<file path="src/include/load_unit_params.svh">
`ifndef LOAD_UNIT_PARAMS_SVH
`define LOAD_UNIT_PARAMS_SVH

// data path width
`define LU_XLEN          64
// physical address split into cache index and tag
`define LU_ADDR_WIDTH    32
`define LU_INDEX_WIDTH   12
`define LU_TAG_WIDTH     20
// scoreboard id carried through the buffer
`define LU_TRANS_ID_BITS 3
// outstanding loads, needs at least two slots
`define LU_LDBUF_ENTRIES 4
// cache request id selects a buffer slot
`define LU_REQ_ID_BITS   2
// byte position inside a doubleword
`define LU_OFFSET_BITS   3

`endif

</file>
<file path="src/verilog/load_unit_pkg.sv">
`include "load_unit_params.svh"

package load_unit_pkg;

  // ------------------------------
  // load operations
  // ------------------------------
  // signed variants fill the upper bits with the sign of the loaded field
  // the U variants fill with zeros
  typedef enum logic [2:0] {
    LD,
    LW,
    LWU,
    LH,
    LHU,
    LB,
    LBU
  } ld_op_t;

  // ------------------------------
  // cache transfer size
  // ------------------------------
  typedef enum logic [1:0] {
    SIZE_BYTE  = 2'b00,
    SIZE_HALF  = 2'b01,
    SIZE_WORD  = 2'b10,
    SIZE_DWORD = 2'b11
  } ld_size_t;

  // ------------------------------
  // load buffer slot
  // ------------------------------
  // what is needed to retire a response once the cache answers
  typedef struct packed {
    // scoreboard id handed back with the result
    logic [`LU_TRANS_ID_BITS-1:0] trans_id;
    // low address bits, used to realign the returned word
    logic [`LU_OFFSET_BITS-1:0]   offset;
    // selects width and extension
    ld_op_t                       op;
  } ldbuf_entry_t;

endpackage

</file>
<file path="src/verilog/load_ctrl_fsm.sv">
`timescale 1ns/100ps
`include "load_unit_params.svh"

module load_ctrl_fsm (
  input  logic                      clk_i,
  input  logic                      rst_ni,
  input  logic                      flush_i,
  // issue side
  input  logic                      valid_i,
  input  logic                      buf_full_i,
  input  logic [`LU_ADDR_WIDTH-1:0] paddr_i,
  output logic                      pop_ld_o,
  // cache request handshake
  input  logic                      data_gnt_i,
  output logic                      data_req_o,
  output logic                      tag_valid_o,
  output logic                      kill_req_o,
  output logic [`LU_TAG_WIDTH-1:0]  address_tag_o,
  // tells the buffer to take a new slot
  output logic                      alloc_o
);

  typedef enum logic [1:0] {
    IDLE,
    WAIT_GNT,
    SEND_TAG,
    WAIT_FLUSH
  } state_t;

  state_t                    state_d;
  state_t                    state_q;
  logic                      accept_req;
  logic                      can_issue;
  logic                      granted;
  logic [`LU_TAG_WIDTH-1:0]  tag_q;

  // a new load may start only with room in the buffer
  assign accept_req = valid_i & ~buf_full_i;

  // new requests start from idle or while the previous tag goes out
  assign can_issue = (state_q == IDLE) || (state_q == SEND_TAG);

  // index accepted by the cache in this cycle
  assign granted = data_req_o & data_gnt_i;
  assign alloc_o = granted;

  // ------------------------------
  // request control
  // ------------------------------
  always_comb begin
    state_d     = state_q;
    data_req_o  = 1'b0;
    pop_ld_o    = 1'b0;
    tag_valid_o = 1'b0;
    kill_req_o  = 1'b0;

    case (state_q)
      // keep the index up until the cache takes it
      WAIT_GNT: begin
        data_req_o = 1'b1;
        if (data_gnt_i) begin
          pop_ld_o = 1'b1;
          state_d  = SEND_TAG;
        end
      end

      // tag of the load granted last cycle
      SEND_TAG: begin
        tag_valid_o = 1'b1;
        state_d     = IDLE;
      end

      // cancel whatever was granted in the flush cycle
      WAIT_FLUSH: begin
        kill_req_o  = 1'b1;
        tag_valid_o = 1'b1;
        state_d     = IDLE;
      end

      default: begin
        state_d = IDLE;
      end
    endcase

    // back to back issue overlaps with the tag cycle
    if (can_issue && accept_req) begin
      data_req_o = 1'b1;
      if (data_gnt_i) begin
        pop_ld_o = 1'b1;
        state_d  = SEND_TAG;
      end else begin
        state_d = WAIT_GNT;
      end
    end

    // flush wins over everything else
    if (flush_i) begin
      state_d = WAIT_FLUSH;
    end
  end

  always_ff @(posedge clk_i or negedge rst_ni) begin
    if (!rst_ni) begin
      state_q <= IDLE;
    end else begin
      state_q <= state_d;
    end
  end

  // ------------------------------
  // tag register
  // ------------------------------
  // upper address bits captured at the grant, sent one cycle later
  always_ff @(posedge clk_i) begin
    if (granted) begin
      tag_q <= paddr_i[`LU_TAG_WIDTH+`LU_INDEX_WIDTH-1:`LU_INDEX_WIDTH];
    end
  end

  assign address_tag_o = tag_q;

endmodule

</file>
<file path="src/verilog/load_buffer.sv">
`timescale 1ns/100ps
`include "load_unit_params.svh"

module load_buffer (
  input  logic                             clk_i,
  input  logic                             rst_ni,
  input  logic                             flush_i,
  // allocation at the grant
  input  logic                             alloc_i,
  input  load_unit_pkg::ldbuf_entry_t      alloc_entry_i,
  output logic [`LU_REQ_ID_BITS-1:0]       free_id_o,
  output logic                             full_o,
  // kill of the last granted request
  input  logic                             kill_i,
  // cache response
  input  logic                             rvalid_i,
  input  logic [`LU_REQ_ID_BITS-1:0]       rid_i,
  output logic                             ret_valid_o,
  output load_unit_pkg::ldbuf_entry_t      ret_entry_o
);

  typedef logic [`LU_REQ_ID_BITS-1:0] req_id_t;

  logic [`LU_LDBUF_ENTRIES-1:0] valid_d;
  logic [`LU_LDBUF_ENTRIES-1:0] valid_q;
  logic [`LU_LDBUF_ENTRIES-1:0] flushed_d;
  logic [`LU_LDBUF_ENTRIES-1:0] flushed_q;
  load_unit_pkg::ldbuf_entry_t  entries_q [`LU_LDBUF_ENTRIES];
  req_id_t                      last_id_q;
  logic                         alloc_q;
  logic                         kill_last;

  // full only on registered state
  // a response frees its slot for the next cycle
  assign full_o = &valid_q;

  // ------------------------------
  // free slot search
  // ------------------------------
  // scan from the top so the lowest free slot wins
  always_comb begin
    free_id_o = '0;
    for (int i = `LU_LDBUF_ENTRIES - 1; i >= 0; i--) begin
      if (!valid_q[i]) begin
        free_id_o = req_id_t'(i);
      end
    end
  end

  // kill only cancels a grant from the previous cycle
  // the cache never answers it, so the slot goes back here
  assign kill_last = kill_i & alloc_q;

  // ------------------------------
  // slot bookkeeping
  // ------------------------------
  always_comb begin
    valid_d   = valid_q;
    flushed_d = flushed_q;

    // every outstanding load is dropped on its return
    if (flush_i) begin
      flushed_d = '1;
    end

    // retire answered slot
    if (rvalid_i) begin
      valid_d[rid_i] = 1'b0;
    end

    if (kill_last) begin
      valid_d[last_id_q] = 1'b0;
    end

    // new outstanding load
    // granted in the flush cycle means it is already stale
    if (alloc_i) begin
      valid_d[free_id_o]   = 1'b1;
      flushed_d[free_id_o] = flush_i;
    end
  end

  always_ff @(posedge clk_i or negedge rst_ni) begin
    if (!rst_ni) begin
      valid_q   <= '0;
      flushed_q <= '0;
      last_id_q <= '0;
      alloc_q   <= 1'b0;
    end else begin
      valid_q   <= valid_d;
      flushed_q <= flushed_d;
      alloc_q   <= alloc_i;
      if (alloc_i) begin
        last_id_q <= free_id_o;
      end
    end
  end

  // payload of each slot
  always_ff @(posedge clk_i) begin
    if (alloc_i) begin
      entries_q[free_id_o] <= alloc_entry_i;
    end
  end

  // ------------------------------
  // retire
  // ------------------------------
  assign ret_entry_o = entries_q[rid_i];

  // drop flushed slots and the one being killed right now
  assign ret_valid_o = rvalid_i & ~flushed_q[rid_i] & ~(kill_i & (rid_i == last_id_q));

endmodule

</file>
<file path="src/verilog/load_align.sv">
`timescale 1ns/100ps
`include "load_unit_params.svh"

module load_align (
  input  logic [`LU_XLEN-1:0]        rdata_i,
  input  logic [`LU_OFFSET_BITS-1:0] offset_i,
  input  load_unit_pkg::ld_op_t      op_i,
  output logic [`LU_XLEN-1:0]        result_o
);

  logic [`LU_XLEN-1:0]        shifted_data;
  logic [`LU_XLEN/8-1:0]      sign_bits;
  logic [`LU_OFFSET_BITS-1:0] sign_offset;
  logic                       is_signed;
  logic                       sign_bit;

  // ------------------------------
  // realignment
  // ------------------------------
  // move the addressed byte down to bit 0
  assign shifted_data = rdata_i >> {offset_i, 3'b000};

  // ------------------------------
  // sign selection
  // ------------------------------
  // top bit of every byte of the raw word
  // lets the sign be picked without waiting for the shifter
  for (genvar i = 0; i < `LU_XLEN / 8; i++) begin : gen_sign_bits
    assign sign_bits[i] = rdata_i[(i+1)*8-1];
  end

  assign is_signed = op_i inside {load_unit_pkg::LW, load_unit_pkg::LH, load_unit_pkg::LB};

  // byte that holds the msb of the loaded field
  always_comb begin
    case (op_i)
      load_unit_pkg::LW, load_unit_pkg::LWU: sign_offset = offset_i + 3'd3;
      load_unit_pkg::LH, load_unit_pkg::LHU: sign_offset = offset_i + 3'd1;
      default:                               sign_offset = offset_i;
    endcase
  end

  // zero for the unsigned variants
  assign sign_bit = is_signed & sign_bits[sign_offset];

  // ------------------------------
  // result mux
  // ------------------------------
  always_comb begin
    case (op_i)
      load_unit_pkg::LW, load_unit_pkg::LWU: begin
        result_o = {{(`LU_XLEN - 32){sign_bit}}, shifted_data[31:0]};
      end
      load_unit_pkg::LH, load_unit_pkg::LHU: begin
        result_o = {{(`LU_XLEN - 16){sign_bit}}, shifted_data[15:0]};
      end
      load_unit_pkg::LB, load_unit_pkg::LBU: begin
        result_o = {{(`LU_XLEN - 8){sign_bit}}, shifted_data[7:0]};
      end
      // full doubleword at offset zero
      default: begin
        result_o = shifted_data;
      end
    endcase
  end

endmodule

</file>
<file path="src/verilog/load_unit.sv">
`timescale 1ns/100ps
`include "load_unit_params.svh"

module load_unit (
  input  logic                         clk_i,
  input  logic                         rst_ni,
  input  logic                         flush_i,
  // issue side
  input  logic                         valid_i,
  input  logic [`LU_ADDR_WIDTH-1:0]    paddr_i,
  input  logic [7:0]                   be_i,
  input  load_unit_pkg::ld_op_t        op_i,
  input  logic [`LU_TRANS_ID_BITS-1:0] trans_id_i,
  output logic                         pop_ld_o,
  // result side
  output logic                         valid_o,
  output logic [`LU_TRANS_ID_BITS-1:0] trans_id_o,
  output logic [`LU_XLEN-1:0]          result_o,
  // cache request
  output logic                         data_req_o,
  input  logic                         data_gnt_i,
  output logic [`LU_INDEX_WIDTH-1:0]   address_index_o,
  output logic [`LU_TAG_WIDTH-1:0]     address_tag_o,
  output logic                         tag_valid_o,
  output logic                         kill_req_o,
  output logic [7:0]                   data_be_o,
  output load_unit_pkg::ld_size_t      data_size_o,
  output logic [`LU_REQ_ID_BITS-1:0]   data_id_o,
  // cache response
  input  logic                         data_rvalid_i,
  input  logic [`LU_REQ_ID_BITS-1:0]   data_rid_i,
  input  logic [`LU_XLEN-1:0]          data_rdata_i
);

  logic                        buf_full;
  logic                        alloc;
  load_unit_pkg::ldbuf_entry_t alloc_entry;
  load_unit_pkg::ldbuf_entry_t ret_entry;

  // ------------------------------
  // request fields
  // ------------------------------
  assign alloc_entry = '{
    trans_id: trans_id_i,
    offset:   paddr_i[`LU_OFFSET_BITS-1:0],
    op:       op_i
  };

  assign address_index_o = paddr_i[`LU_INDEX_WIDTH-1:0];
  assign data_be_o       = be_i;

  // transfer size follows the op width
  always_comb begin
    case (op_i)
      load_unit_pkg::LD:                     data_size_o = load_unit_pkg::SIZE_DWORD;
      load_unit_pkg::LW, load_unit_pkg::LWU: data_size_o = load_unit_pkg::SIZE_WORD;
      load_unit_pkg::LH, load_unit_pkg::LHU: data_size_o = load_unit_pkg::SIZE_HALF;
      default:                               data_size_o = load_unit_pkg::SIZE_BYTE;
    endcase
  end

  // ------------------------------
  // blocks
  // ------------------------------
  load_ctrl_fsm u_load_ctrl_fsm (
    .clk_i         (clk_i),
    .rst_ni        (rst_ni),
    .flush_i       (flush_i),
    .valid_i       (valid_i),
    .buf_full_i    (buf_full),
    .paddr_i       (paddr_i),
    .pop_ld_o      (pop_ld_o),
    .data_gnt_i    (data_gnt_i),
    .data_req_o    (data_req_o),
    .tag_valid_o   (tag_valid_o),
    .kill_req_o    (kill_req_o),
    .address_tag_o (address_tag_o),
    .alloc_o       (alloc)
  );

  // request id is the slot that the load will occupy
  load_buffer u_load_buffer (
    .clk_i         (clk_i),
    .rst_ni        (rst_ni),
    .flush_i       (flush_i),
    .alloc_i       (alloc),
    .alloc_entry_i (alloc_entry),
    .free_id_o     (data_id_o),
    .full_o        (buf_full),
    .kill_i        (kill_req_o),
    .rvalid_i      (data_rvalid_i),
    .rid_i         (data_rid_i),
    .ret_valid_o   (valid_o),
    .ret_entry_o   (ret_entry)
  );

  assign trans_id_o = ret_entry.trans_id;

  load_align u_load_align (
    .rdata_i  (data_rdata_i),
    .offset_i (ret_entry.offset),
    .op_i     (ret_entry.op),
    .result_o (result_o)
  );

endmodule

</file>
<file path="config.mk">
export PLATFORM = sky130hd
export DESIGN_NAME = load_unit
export DESIGN_NICKNAME = d
export VERILOG_FILES = /design/src/verilog/load_unit_pkg.sv /design/src/verilog/load_ctrl_fsm.sv /design/src/verilog/load_buffer.sv /design/src/verilog/load_align.sv /design/src/verilog/load_unit.sv
export VERILOG_INCLUDE_DIRS = /design/src /design/src/include
export SDC_FILE = /design/constraint.sdc
export NUM_CORES = 1
export LEC_CHECK = 0
export BUFFER_PORTS_ARGS = -buffer_cell sky130_fd_sc_hd__buf_2
export CAP_MARGIN = 25
export CORE_MARGIN = 2
export CORE_UTILIZATION = 30
export CTS_CLUSTER_SIZE = 16
export DETAILED_ROUTE_END_ITERATION = 12
export SLEW_MARGIN = 20
export SYNTH_ARGS = -nofsm -noshare
export SYNTH_HDL_FRONTEND = slang
export SYNTH_SLANG_ARGS = --single-unit
</file>
<file path="constraint.sdc">
create_clock -name clk_i -period 7.1 [get_ports clk_i]
set_input_delay 1.775 -clock clk_i [delete_from_list [all_inputs] [get_ports clk_i]]
set_output_delay 1.775 -clock clk_i [all_outputs]
set_load 0.05 [all_outputs]
</file>
# Yosys cells after proc, flatten, opt, wreduce, memory -nomap -nowiden
# Memory sizes are Yosys's and may differ from the RTL's.
# Cells that the tools add are included.
# totals
register_bits	33
ramBits	36
in_bits	118
out_inout_bits	116
elab_cells	100
mem_count	1
# memory_table
name	words	word_bits	rd	rd_ports_with_merged_regs	write_ports	line	rtl
u_load_buffer.entries_q	4	9	1	0	1	load_buffer.sv:28	load_unit_pkg::ldbuf_entry_t entries_q [`LU_LDBUF_ENTRIES];
# classes
add_sub_neg	2
magnitude_cmp	7
n_eq_ne	15
shifts	1
mux	38
bitwise_logic	15
n_reduce_logical	15
# op_table
operator	count
64-bit case mux with 3 select lines	1
64-bit by 6-bit right shift with 64-bit output	1
4-bit 2-to-1 mux	5
2-bit 2-to-1 mux	9
1-bit 2-to-1 mux	15
3-bit by 2-bit equality test with 1-bit output, second input constant	4
3-bit equality test, second input constant	4
2-bit OR reduction	6
2-bit by 3-bit < comparator with 1-bit output, second input constant	3
4-bit bitwise AND	2
4-bit NOT	2
1-bit bitwise AND	7
1-bit demux with 2-bit select	3
3-bit by 1-bit equality test with 1-bit output, second input constant	2
2-bit by 1-bit greater-or-equal comparator with 1-bit output, second input constant	3
2-bit case mux with 3 select lines	1
3-bit case mux with 2 select lines	1
4-bit bitwise mux	1
2-bit equality test, second input constant	2
1-bit logical AND	4
3-bit by 4-bit < comparator with 1-bit output, second input constant	1
4-bit by 3-bit inequality test with 1-bit output, second input constant	1
4-bit OR	1
4-bit AND reduction	1
other kinds (11)	13

# Longest topological paths before layout
# Gate-level depths: netlist of run 1.
# depth
ltp_word	11
depth_mapped	13
ltp_nobuf	8

# Modules after synthesis
# A second synthesis of run 1 with hierarchy kept.
# unflattened
hier_cells	485
area_unflattened_um2	5024.8
# modules_own_cells
module	n_inst	cells_each	area_each_um2	seq_area_each_um2
load_align	1	322	2258.4	0.0
load_buffer	1	106	1866.8	1356.3
load_ctrl_fsm	1	34	732.0	650.6
load_unit	1	23	167.7	0.0

# Least setup slack after synthesis of run 1
# Ideal clock, no wire load.
# synth_path
kind	input to output
start	input port data_rid_i[0]
end	output port result_o[10]
t_arrival_ps	5026
required_ps	5325
setup_slack_ps	299
path_stages	11
n_path_buf	4
cell_sequence	buf_6 > mux4_2 > inv_2 > clkbuf_1 > fa_1 > mux4_2 > nor2b_1 > a32oi_1 > buf_4 > buf_6 > a22oi_1
# synth_between
elab_chain_cells	8
# synth_lines
item	line	rtl
start: declaration	load_unit.sv:31	input logic [`LU_REQ_ID_BITS-1:0] data_rid_i,
memory 4 x 9 bit (*)	--	
branches (longest 6 deep; another with 3-bit by 1-bit adder with 3-bit output)	--	
64-bit case mux with 3 select lines (*)	load_align.sv:50	case (op_i)
end: declaration	load_unit.sv:18	output logic [`LU_XLEN-1:0] result_o,
# Mark *: on every way between the ends. The select of a mux whose other input is x is not followed.

# Worst setup path after layout of run 1
# layout_path
start	input port data_rid_i[0]
end	output port result_o[42]
# Same word-level chain as after synthesis.

==> metrics.md, run 1 <==
| Metric | Value |
|---|---|
| Status | finished clean |
| Drt total wl | 16400 microns |
| Syn Area/Cell | 11.4 sq um |
| First-pass GRT wire length | 25000 microns |
| Post-CTS setup repair buffer count | 0 |
| Internal power | 0.00110 W |
| P_sw | 0.000926 W |
| Syn Inst Count | 442 |
| Row Count | 47 |
| Final nets | 726 |
| WHS Endpoint | u_load_buffer.flushed_q[2] |
| Hold_buf cts | 0 |
| Critical Path Source | data_rid_i[0] |
| CTS root buf | clkbuf_16 |
| Wire per inst | 19.8 microns |
| Worst Path Max Fanout | 56 |
| VDD IR max | 0.221 mV |
| R2R setup slack | 4.48 ns |
| All-layer global routing usage | 17.7% |
| Final worst-path setup slack | 0.351 ns |
| F_max | 148 MHz |
| Clock Latency Late Sink | 0.32 ns |
| Post-Route Setup TNS | 0 ns |
| Hold_sp | u_load_buffer.flushed_q[2] |
| Cell variety after synth | 47 |
| CP endpoint kind | primary output |
| DP HPWL | 12200 microns |
| CP peak stage delay | 0.65 ns |
| FF-to-FF path depth | 5 |
| CTS tree | done |
| Ranking of synthesized cells by area | edfxtp_1, mux4_2, mux2i_1 |
| Routability cong. | 0.863 |
| Area grow syn2layout | 28.1% |
| Ports | 234 |
| Initial DRT Pass Iterations | 5 |
| Switching portion of total power | 45.6% |
| Ant diodes | 0 |
| Hold Path Stages | 1 |
| Final hold vios | 0 |
| Yosys reg bits | 69 |
| Vias in the first global route | 4560 |
| Final worst-path cycle share | 95.1% |
| Worst EP required | 5.33 ns |
| GRT overflow | 0 |
| Starting DRT DRC Count | 280 |
| RSZ-0062 raised after global routing | false |
| Finished Layout Cells | 832 |
| Final-report setup violation count | 0 |
| Largest net degree at the start of global routing | 57 |
| Layout cells sized above 1 | 44.9% |
| CP top delay family | multiplexers |
| Initial antenna violation count | 0 |
| Yosys warnings | 0 |
| Final min period | 6.75 ns |
| Synthesized area | 5060 sq um |
| Crit-path slowest cell | mux4_2 |
| Critical path type | in -> out |
| Vias per cell | 5.40 |
| Antenna-violating nets left | 0 |
| Flop pwr share | 25.1% |
| Max Cap Viol | 0 |
| Yosys top cell by area | edfxtp_1 |
| CTS Sinks | 69 |
| Num CTS Buffers | 9 |
| Initial Util | 30.6% |
| Total leakage power | 2.87 nW |
| DRC errors left | 0 |
| Reg-to-reg startpoint | u_load_buffer.valid_q[0] |
| I/O Buffers | 199 |
| Die height | 134 microns |
| Clock-pin slew on the worst setup and hold paths | 0.05 ns |
| Die ar. | 17900 sq um |
| Max-slew headroom | 39.4% |
| Clock group share of total power | 24.6% |
| Core footprint | 16500 sq um |
| Hold Path Class | reg -> reg |
| Asr flop ratio synth | 18.8% |
| PostCTS Resize Cnt | 0 |
| Placed Cells | 816 |
| Worst Max-Slew Pin Slew | 0.908 ns |
| Sequential share of the synthesized area | 39.7% |
| Via count | 4493 |
| Dpl ws | 0.336 ns |
| Crit path DAT | 4.97 ns |
| H-Tree Level Count | 3 |
| Max clock buf depth | 2 |
| Yosys top cell area share | 33.2% |
| Net Count, Synth | 561 |
| Crit path cell chain | buf_2 -> mux4_2 -> nand2_1 -> o22ai_1 -> fa_1 -> mux4_2 -> nor2b_1 -> a32oi_4 -> buf_12 -> nand3_1 -> buf_2 |
| Setup Skew | 0.00669 ns |
| Capture point of the worst reg-to-reg path | u_load_buffer.entries_q[3][6] |
| DIE WIDTH | 134 microns |
| Comb power frac | 50.3% |
| Worst Path Buf+Inv | 3 |
| Post-synth top flop | edfxtp_1 |
| Final Max Slew Viols | 0 |
| Pwr Density | 313 nW/um^2 |
| CP Launch Type | primary input |
| EDFF count, synth | 56 |
## cells by family (layout without fill, tap and decap cells)
logic type,after synthesis,in the layout,synth area share (%)
compound gates,88,88,13.2
xor+xnor,6,6,1.04
fa+ha+maj,1,1,0.396
buf+inv,73,243,8.56
flops,69,69,39.7
mux,98,98,26.8
simple gates,107,107,10.4
## through the flow
step	area (sq um)	util (%)	hold slack, ns	total power, W
final	6480	39.2	0.477	0.00203
after global routing	6480	39.2	0.496	0.00212
after CTS	6480	39.2	0.481	0.00204
after detailed placement	6140	37.1	0.461	0.00154
after global placement	6130	37.1	0.458	0.00153
after floorplan	5060	-	0.444	0.00131
## worst max path at each step
stage / to / slack, ns / cells past startpoint
6_report: result_o[42] / 0.35 / 11
5_1_grt: result_o[42] / 0.24 / 11
4_1_cts: result_o[42] / 0.34 / 11
3_5_place_dp: result_o[42] / 0.34 / 11
3_3_place_gp: result_o[42] / 0.39 / 11
2_1_floorplan: result_o[10] / 0.30 / 11
## synth_stat cells (2+ instances only)
library cell	number
mux4_2	29
nand2b_1	4
a211oi_1	14
and2_1	2
nand4_1	2
a21o_1	4
buf_6	6
a31o_2	2
nor2b_1	8
a311oi_1	2
a22oi_1	7
xnor2_1	4
dfrtp_1	13
xor2_1	2
nor2_1	14
a211o_1	2
nor3b_1	3
buf_2	13
mux2i_1	61
a32oi_1	3
mux2_2	8
inv_1	11
nor3_1	3
buf_1	2
o2bb2ai_1	15
or3_1	2
buf_4	26
nand3_1	26
edfxtp_1	56
a21oi_1	4
a31oi_1	16
clkbuf_1	14
nand3b_1	4
nand2_1	36
o21ai_0	5
o211ai_1	8
## cell type report
| type | count | area [sq um] |
|---|---|---|
| repair buffers | 215 | 1140 |
| fillers | 1631 | 10000 |
| clock buffers | 10 | 229 |
| well taps | 220 | 275 |
| multi-input cells | 300 | 2670 |
| inverters | 12 | 45.0 |
| flip-flops and latches | 69 | 2010 |
| clock inverters | 6 | 111 |
## power groups by stage
stage / Combinational (W) / Clock (W) / Sequential [W]
6_report: 0.00102 / 0.000499 / 0.000509
3_5_place_dp: 0.00102 / 0 / 0.000516
5_1_grt: 0.00108 / 0.000528 / 0.000513
2_1_floorplan: 0.000783 / 0 / 0.000529
3_3_place_gp: 0.00102 / 0 / 0.000514
4_1_cts: 0.00103 / 0.000509 / 0.000509
## layer usage
layer  track usage [%]  up-vias  part of all wire [%]
li1                  -     2028                     -
met1              21.8     2211                    40
met2              30.6      221                    50
met3              3.51       33                   7.8
met4              6.68        0                   2.8
met5                 0        -                     0
## sequential cells by signal (all words and copies together), names as in the netlist
| register | flops |
|---|---|
| u_load_buffer.alloc_q | 1 |
| u_load_buffer.flushed_q | 4 |
| u_load_buffer.last_id_q | 2 |
| u_load_ctrl_fsm.address_tag_o | 20 |
| u_load_ctrl_fsm.state_q | 2 |
| u_load_buffer.valid_q | 4 |
| u_load_buffer.entries_q | 36 |
## placed cells by master, fill, tap and decap left out, types with 3 or more instances in the layout
cell type  netlist  layout
buf_4           26      14
a211oi_1        14      14
nand3_1         26      26
nor2_1          14      14
nor2b_1          8       8
a31oi_1         16      16
bufinv_16        0       3
dfrtp_1         13      13
o211ai_1         8       8
nor3b_1          3       3
buf_2           13     199
mux2_2           8       8
nand2b_1         4       4
o21ai_0          5       5
nand3b_1         4       4
mux2i_1         61      61
o2bb2ai_1       15      15
edfxtp_1        56      56
nand2_1         36      36
a21o_1           4       4
nor3_1           3       3
clkbuf_16        0       9
a22oi_1          7       7
mux4_2          29      28
xnor2_1          4       3
a21oi_1          4       3
inv_1           11      11
## worst reg2reg max path, delay by kind of cell (launching register included)
kind / cells / cell delay, ns
DFF: 1 / 0.43
and+or+nand+nor: 3 / 0.94
buffers and inverters: 1 / 0.68
AOI/OAI and AO/OA: 1 / 0.19
Note: power is estimated with default switching activity, not from simulation.
==> run 2: changes to the inputs <==
CORE_UTILIZATION = 48   (was 30)
PLACE_DENSITY = 0.82   (was not set)
==> metrics.md, run 2 (synthesis gave the netlist of run 1 again) <==
| Metric | Value |
|---|---|
| Post-CTS setup repair buffer count | 0 |
| DIE WIDTH | 107 microns |
| DP HPWL | 10900 microns |
| Final nets | 721 |
| Cell Area, Placed | 5980 sq um |
| Routability cong. | 0.876 |
| Max clock buf depth | 2 |
| Vias in the first global route | 4399 |
| Hold_buf cts | 0 |
| Crit path DAT | 4.92 ns |
| Largest net degree at the start of global routing | 57 |
| Vias per cell | 6.07 |
| Pwr Density | 293 nW/um^2 |
| All-layer global routing usage | 24.9% |
| Ports | 234 |
| Max Cap Viol | 0 |
| H-Tree Level Count | 3 |
| F_max | 149 MHz |
| CP endpoint kind | primary output |
| GRT overflow | 0 |
| Critical path type | in -> out |
| Clock-pin slew on the worst setup and hold paths | 0.07 ns |
| Most frequent cells in the layout | buf_2, mux2i_1, edfxtp_1 |
| Setup Skew | 0.0103 ns |
| Final min period | 6.70 ns |
| Max-slew headroom | 38.9% |
| Status | finished clean |
| Worst Max-Slew Pin Slew | 0.915 ns |
| Clock Latency Late Sink | 0.34 ns |
| Starting DRT DRC Count | 358 |
| CP Launch Type | primary input |
| Die ar. | 11400 sq um |
| Post-Route Setup TNS | 0 ns |
| Core footprint | 10300 sq um |
| CTS tree | done |
| RSZ-0062 raised after global routing | false |
| Design area | 6180 sq um |
| Num CTS Buffers | 9 |
| Finished Layout Cells | 746 |
| First-pass GRT wire length | 22400 microns |
| DRC errors left | 0 |
| Area grow syn2layout | 22.2% |
| Total leakage power | 2.78 nW |
| Worst EP required | 5.33 ns |
| Final-report setup violation count | 0 |
| CTS root buf | clkbuf_8 |
| Initial Util | 49.2% |
| Commonest non-fill, non-tap cell in the layout | buf_2 |
| Drt total wl | 14700 microns |
| Hold Path Class | reg -> reg |
| Row Count | 37 |
| I/O Buffers | 199 |
| Final Max Slew Viols | 0 |
| Largest Register | u_load_buffer.entries_q |
| PostCTS Resize Cnt | 0 |
| Final hold vios | 0 |
| Initial antenna violation count | 5 |
| CTS Sinks | 69 |
| Layout cells sized above 1 | 44.2% |
| Final worst-path cycle share | 94.3% |
| Initial DRT Pass Iterations | 6 |
| Via count | 4526 |
| Crit-path slowest cell | mux4_2 |
| CP peak stage delay | 0.64 ns |
| Placed Cells | 727 |
| Die height | 107 microns |
| Antenna-violating nets left | 0 |
| Crit path cell chain | buf_2 -> mux4_2 -> nand2_1 -> o22ai_1 -> fa_1 -> mux4_2 -> nor2b_1 -> a32oi_4 -> buf_12 -> o211ai_1 -> buf_2 |
| Worst Path Max Fanout | 56 |
| Max reg flops | 36 |
| Wire per inst | 19.8 microns |
| VDD IR max | 0.202 mV |
| Hold slack | 0.479 ns |
-- run 2: final timing paths --
path                       cells past startpoint                       endpoint  slack, ns                  startpoint
setup reg to reg                               5  u_load_buffer.entries_q[3][0]       4.53    u_load_buffer.valid_q[0]
setup / recovery                              11                   result_o[54]       0.40               data_rid_i[0]
hold reg to reg                                1     u_load_buffer.flushed_q[2]       0.48  u_load_buffer.flushed_q[2]
hold / removal                                 1     u_load_buffer.flushed_q[2]       0.48  u_load_buffer.flushed_q[2]
max in group asynchronous                      1       u_load_buffer.valid_q[2]       5.55                      rst_ni
min in group asynchronous                      1     u_load_buffer.flushed_q[2]       1.31                      rst_ni
-- run 2: power breakdown --
group / leakage (nW) / internal [W] / switching (W) / total, W
clock: 0.0939 / 0.000161 / 0.000141 / 0.000303
sequential: 0.662 / 0.000482 / 0.0000251 / 0.000507
combinational: 2.02 / 0.000274 / 0.000730 / 0.00100
-- run 2: layout make-up --
cell class	count	area (sq um)
Antenna cell	3	7.51
Clock buffer	10	128
Clock inverter	6	63.8
Fill cell	877	4100
Inverter	12	45.0
Multi-Input combinational cell	300	2660
Sequential cell	69	2010
Tap cell	136	170
Timing Repair Buffer	210	1100
-- run 2: stage by stage --
step | worst slack [ns] | util [%] | power, W
global route | 0.309 | 60.1 | 0.00189
floorplan | 0.299 | - | 0.00131
detailed placement | 0.414 | 58.2 | 0.00151
finish | 0.402 | 60.1 | 0.00181
global placement | 0.546 | 58.2 | 0.00150
CTS | 0.416 | 60.1 | 0.00182
-- run 2: worst max-delay path: cells and delay by family --
| family | cells | cell delay [ns] |
|---|---|---|
| AO/OA/AOI/OAI | 3 | 0.55 |
| adder cells (fa/ha/maj) | 1 | 0.59 |
| buffers and inverters | 3 | 0.68 |
| multiplexers | 2 | 0.94 |
| AND/OR/NAND/NOR | 2 | 0.34 |
-- run 2: per-layer routing --
| metal | up-vias | wire (microns) | global-route usage [%] |
|---|---|---|---|
| met3 | 49 | 1530 | 8.02 |
| met2 | 296 | 7020 | 40.9 |
| li1 | 2024 | - | - |
| met1 | 2153 | 5710 | 30.1 |
| met4 | 4 | 449 | 10.9 |
| met5 | - | 27 | 0 |
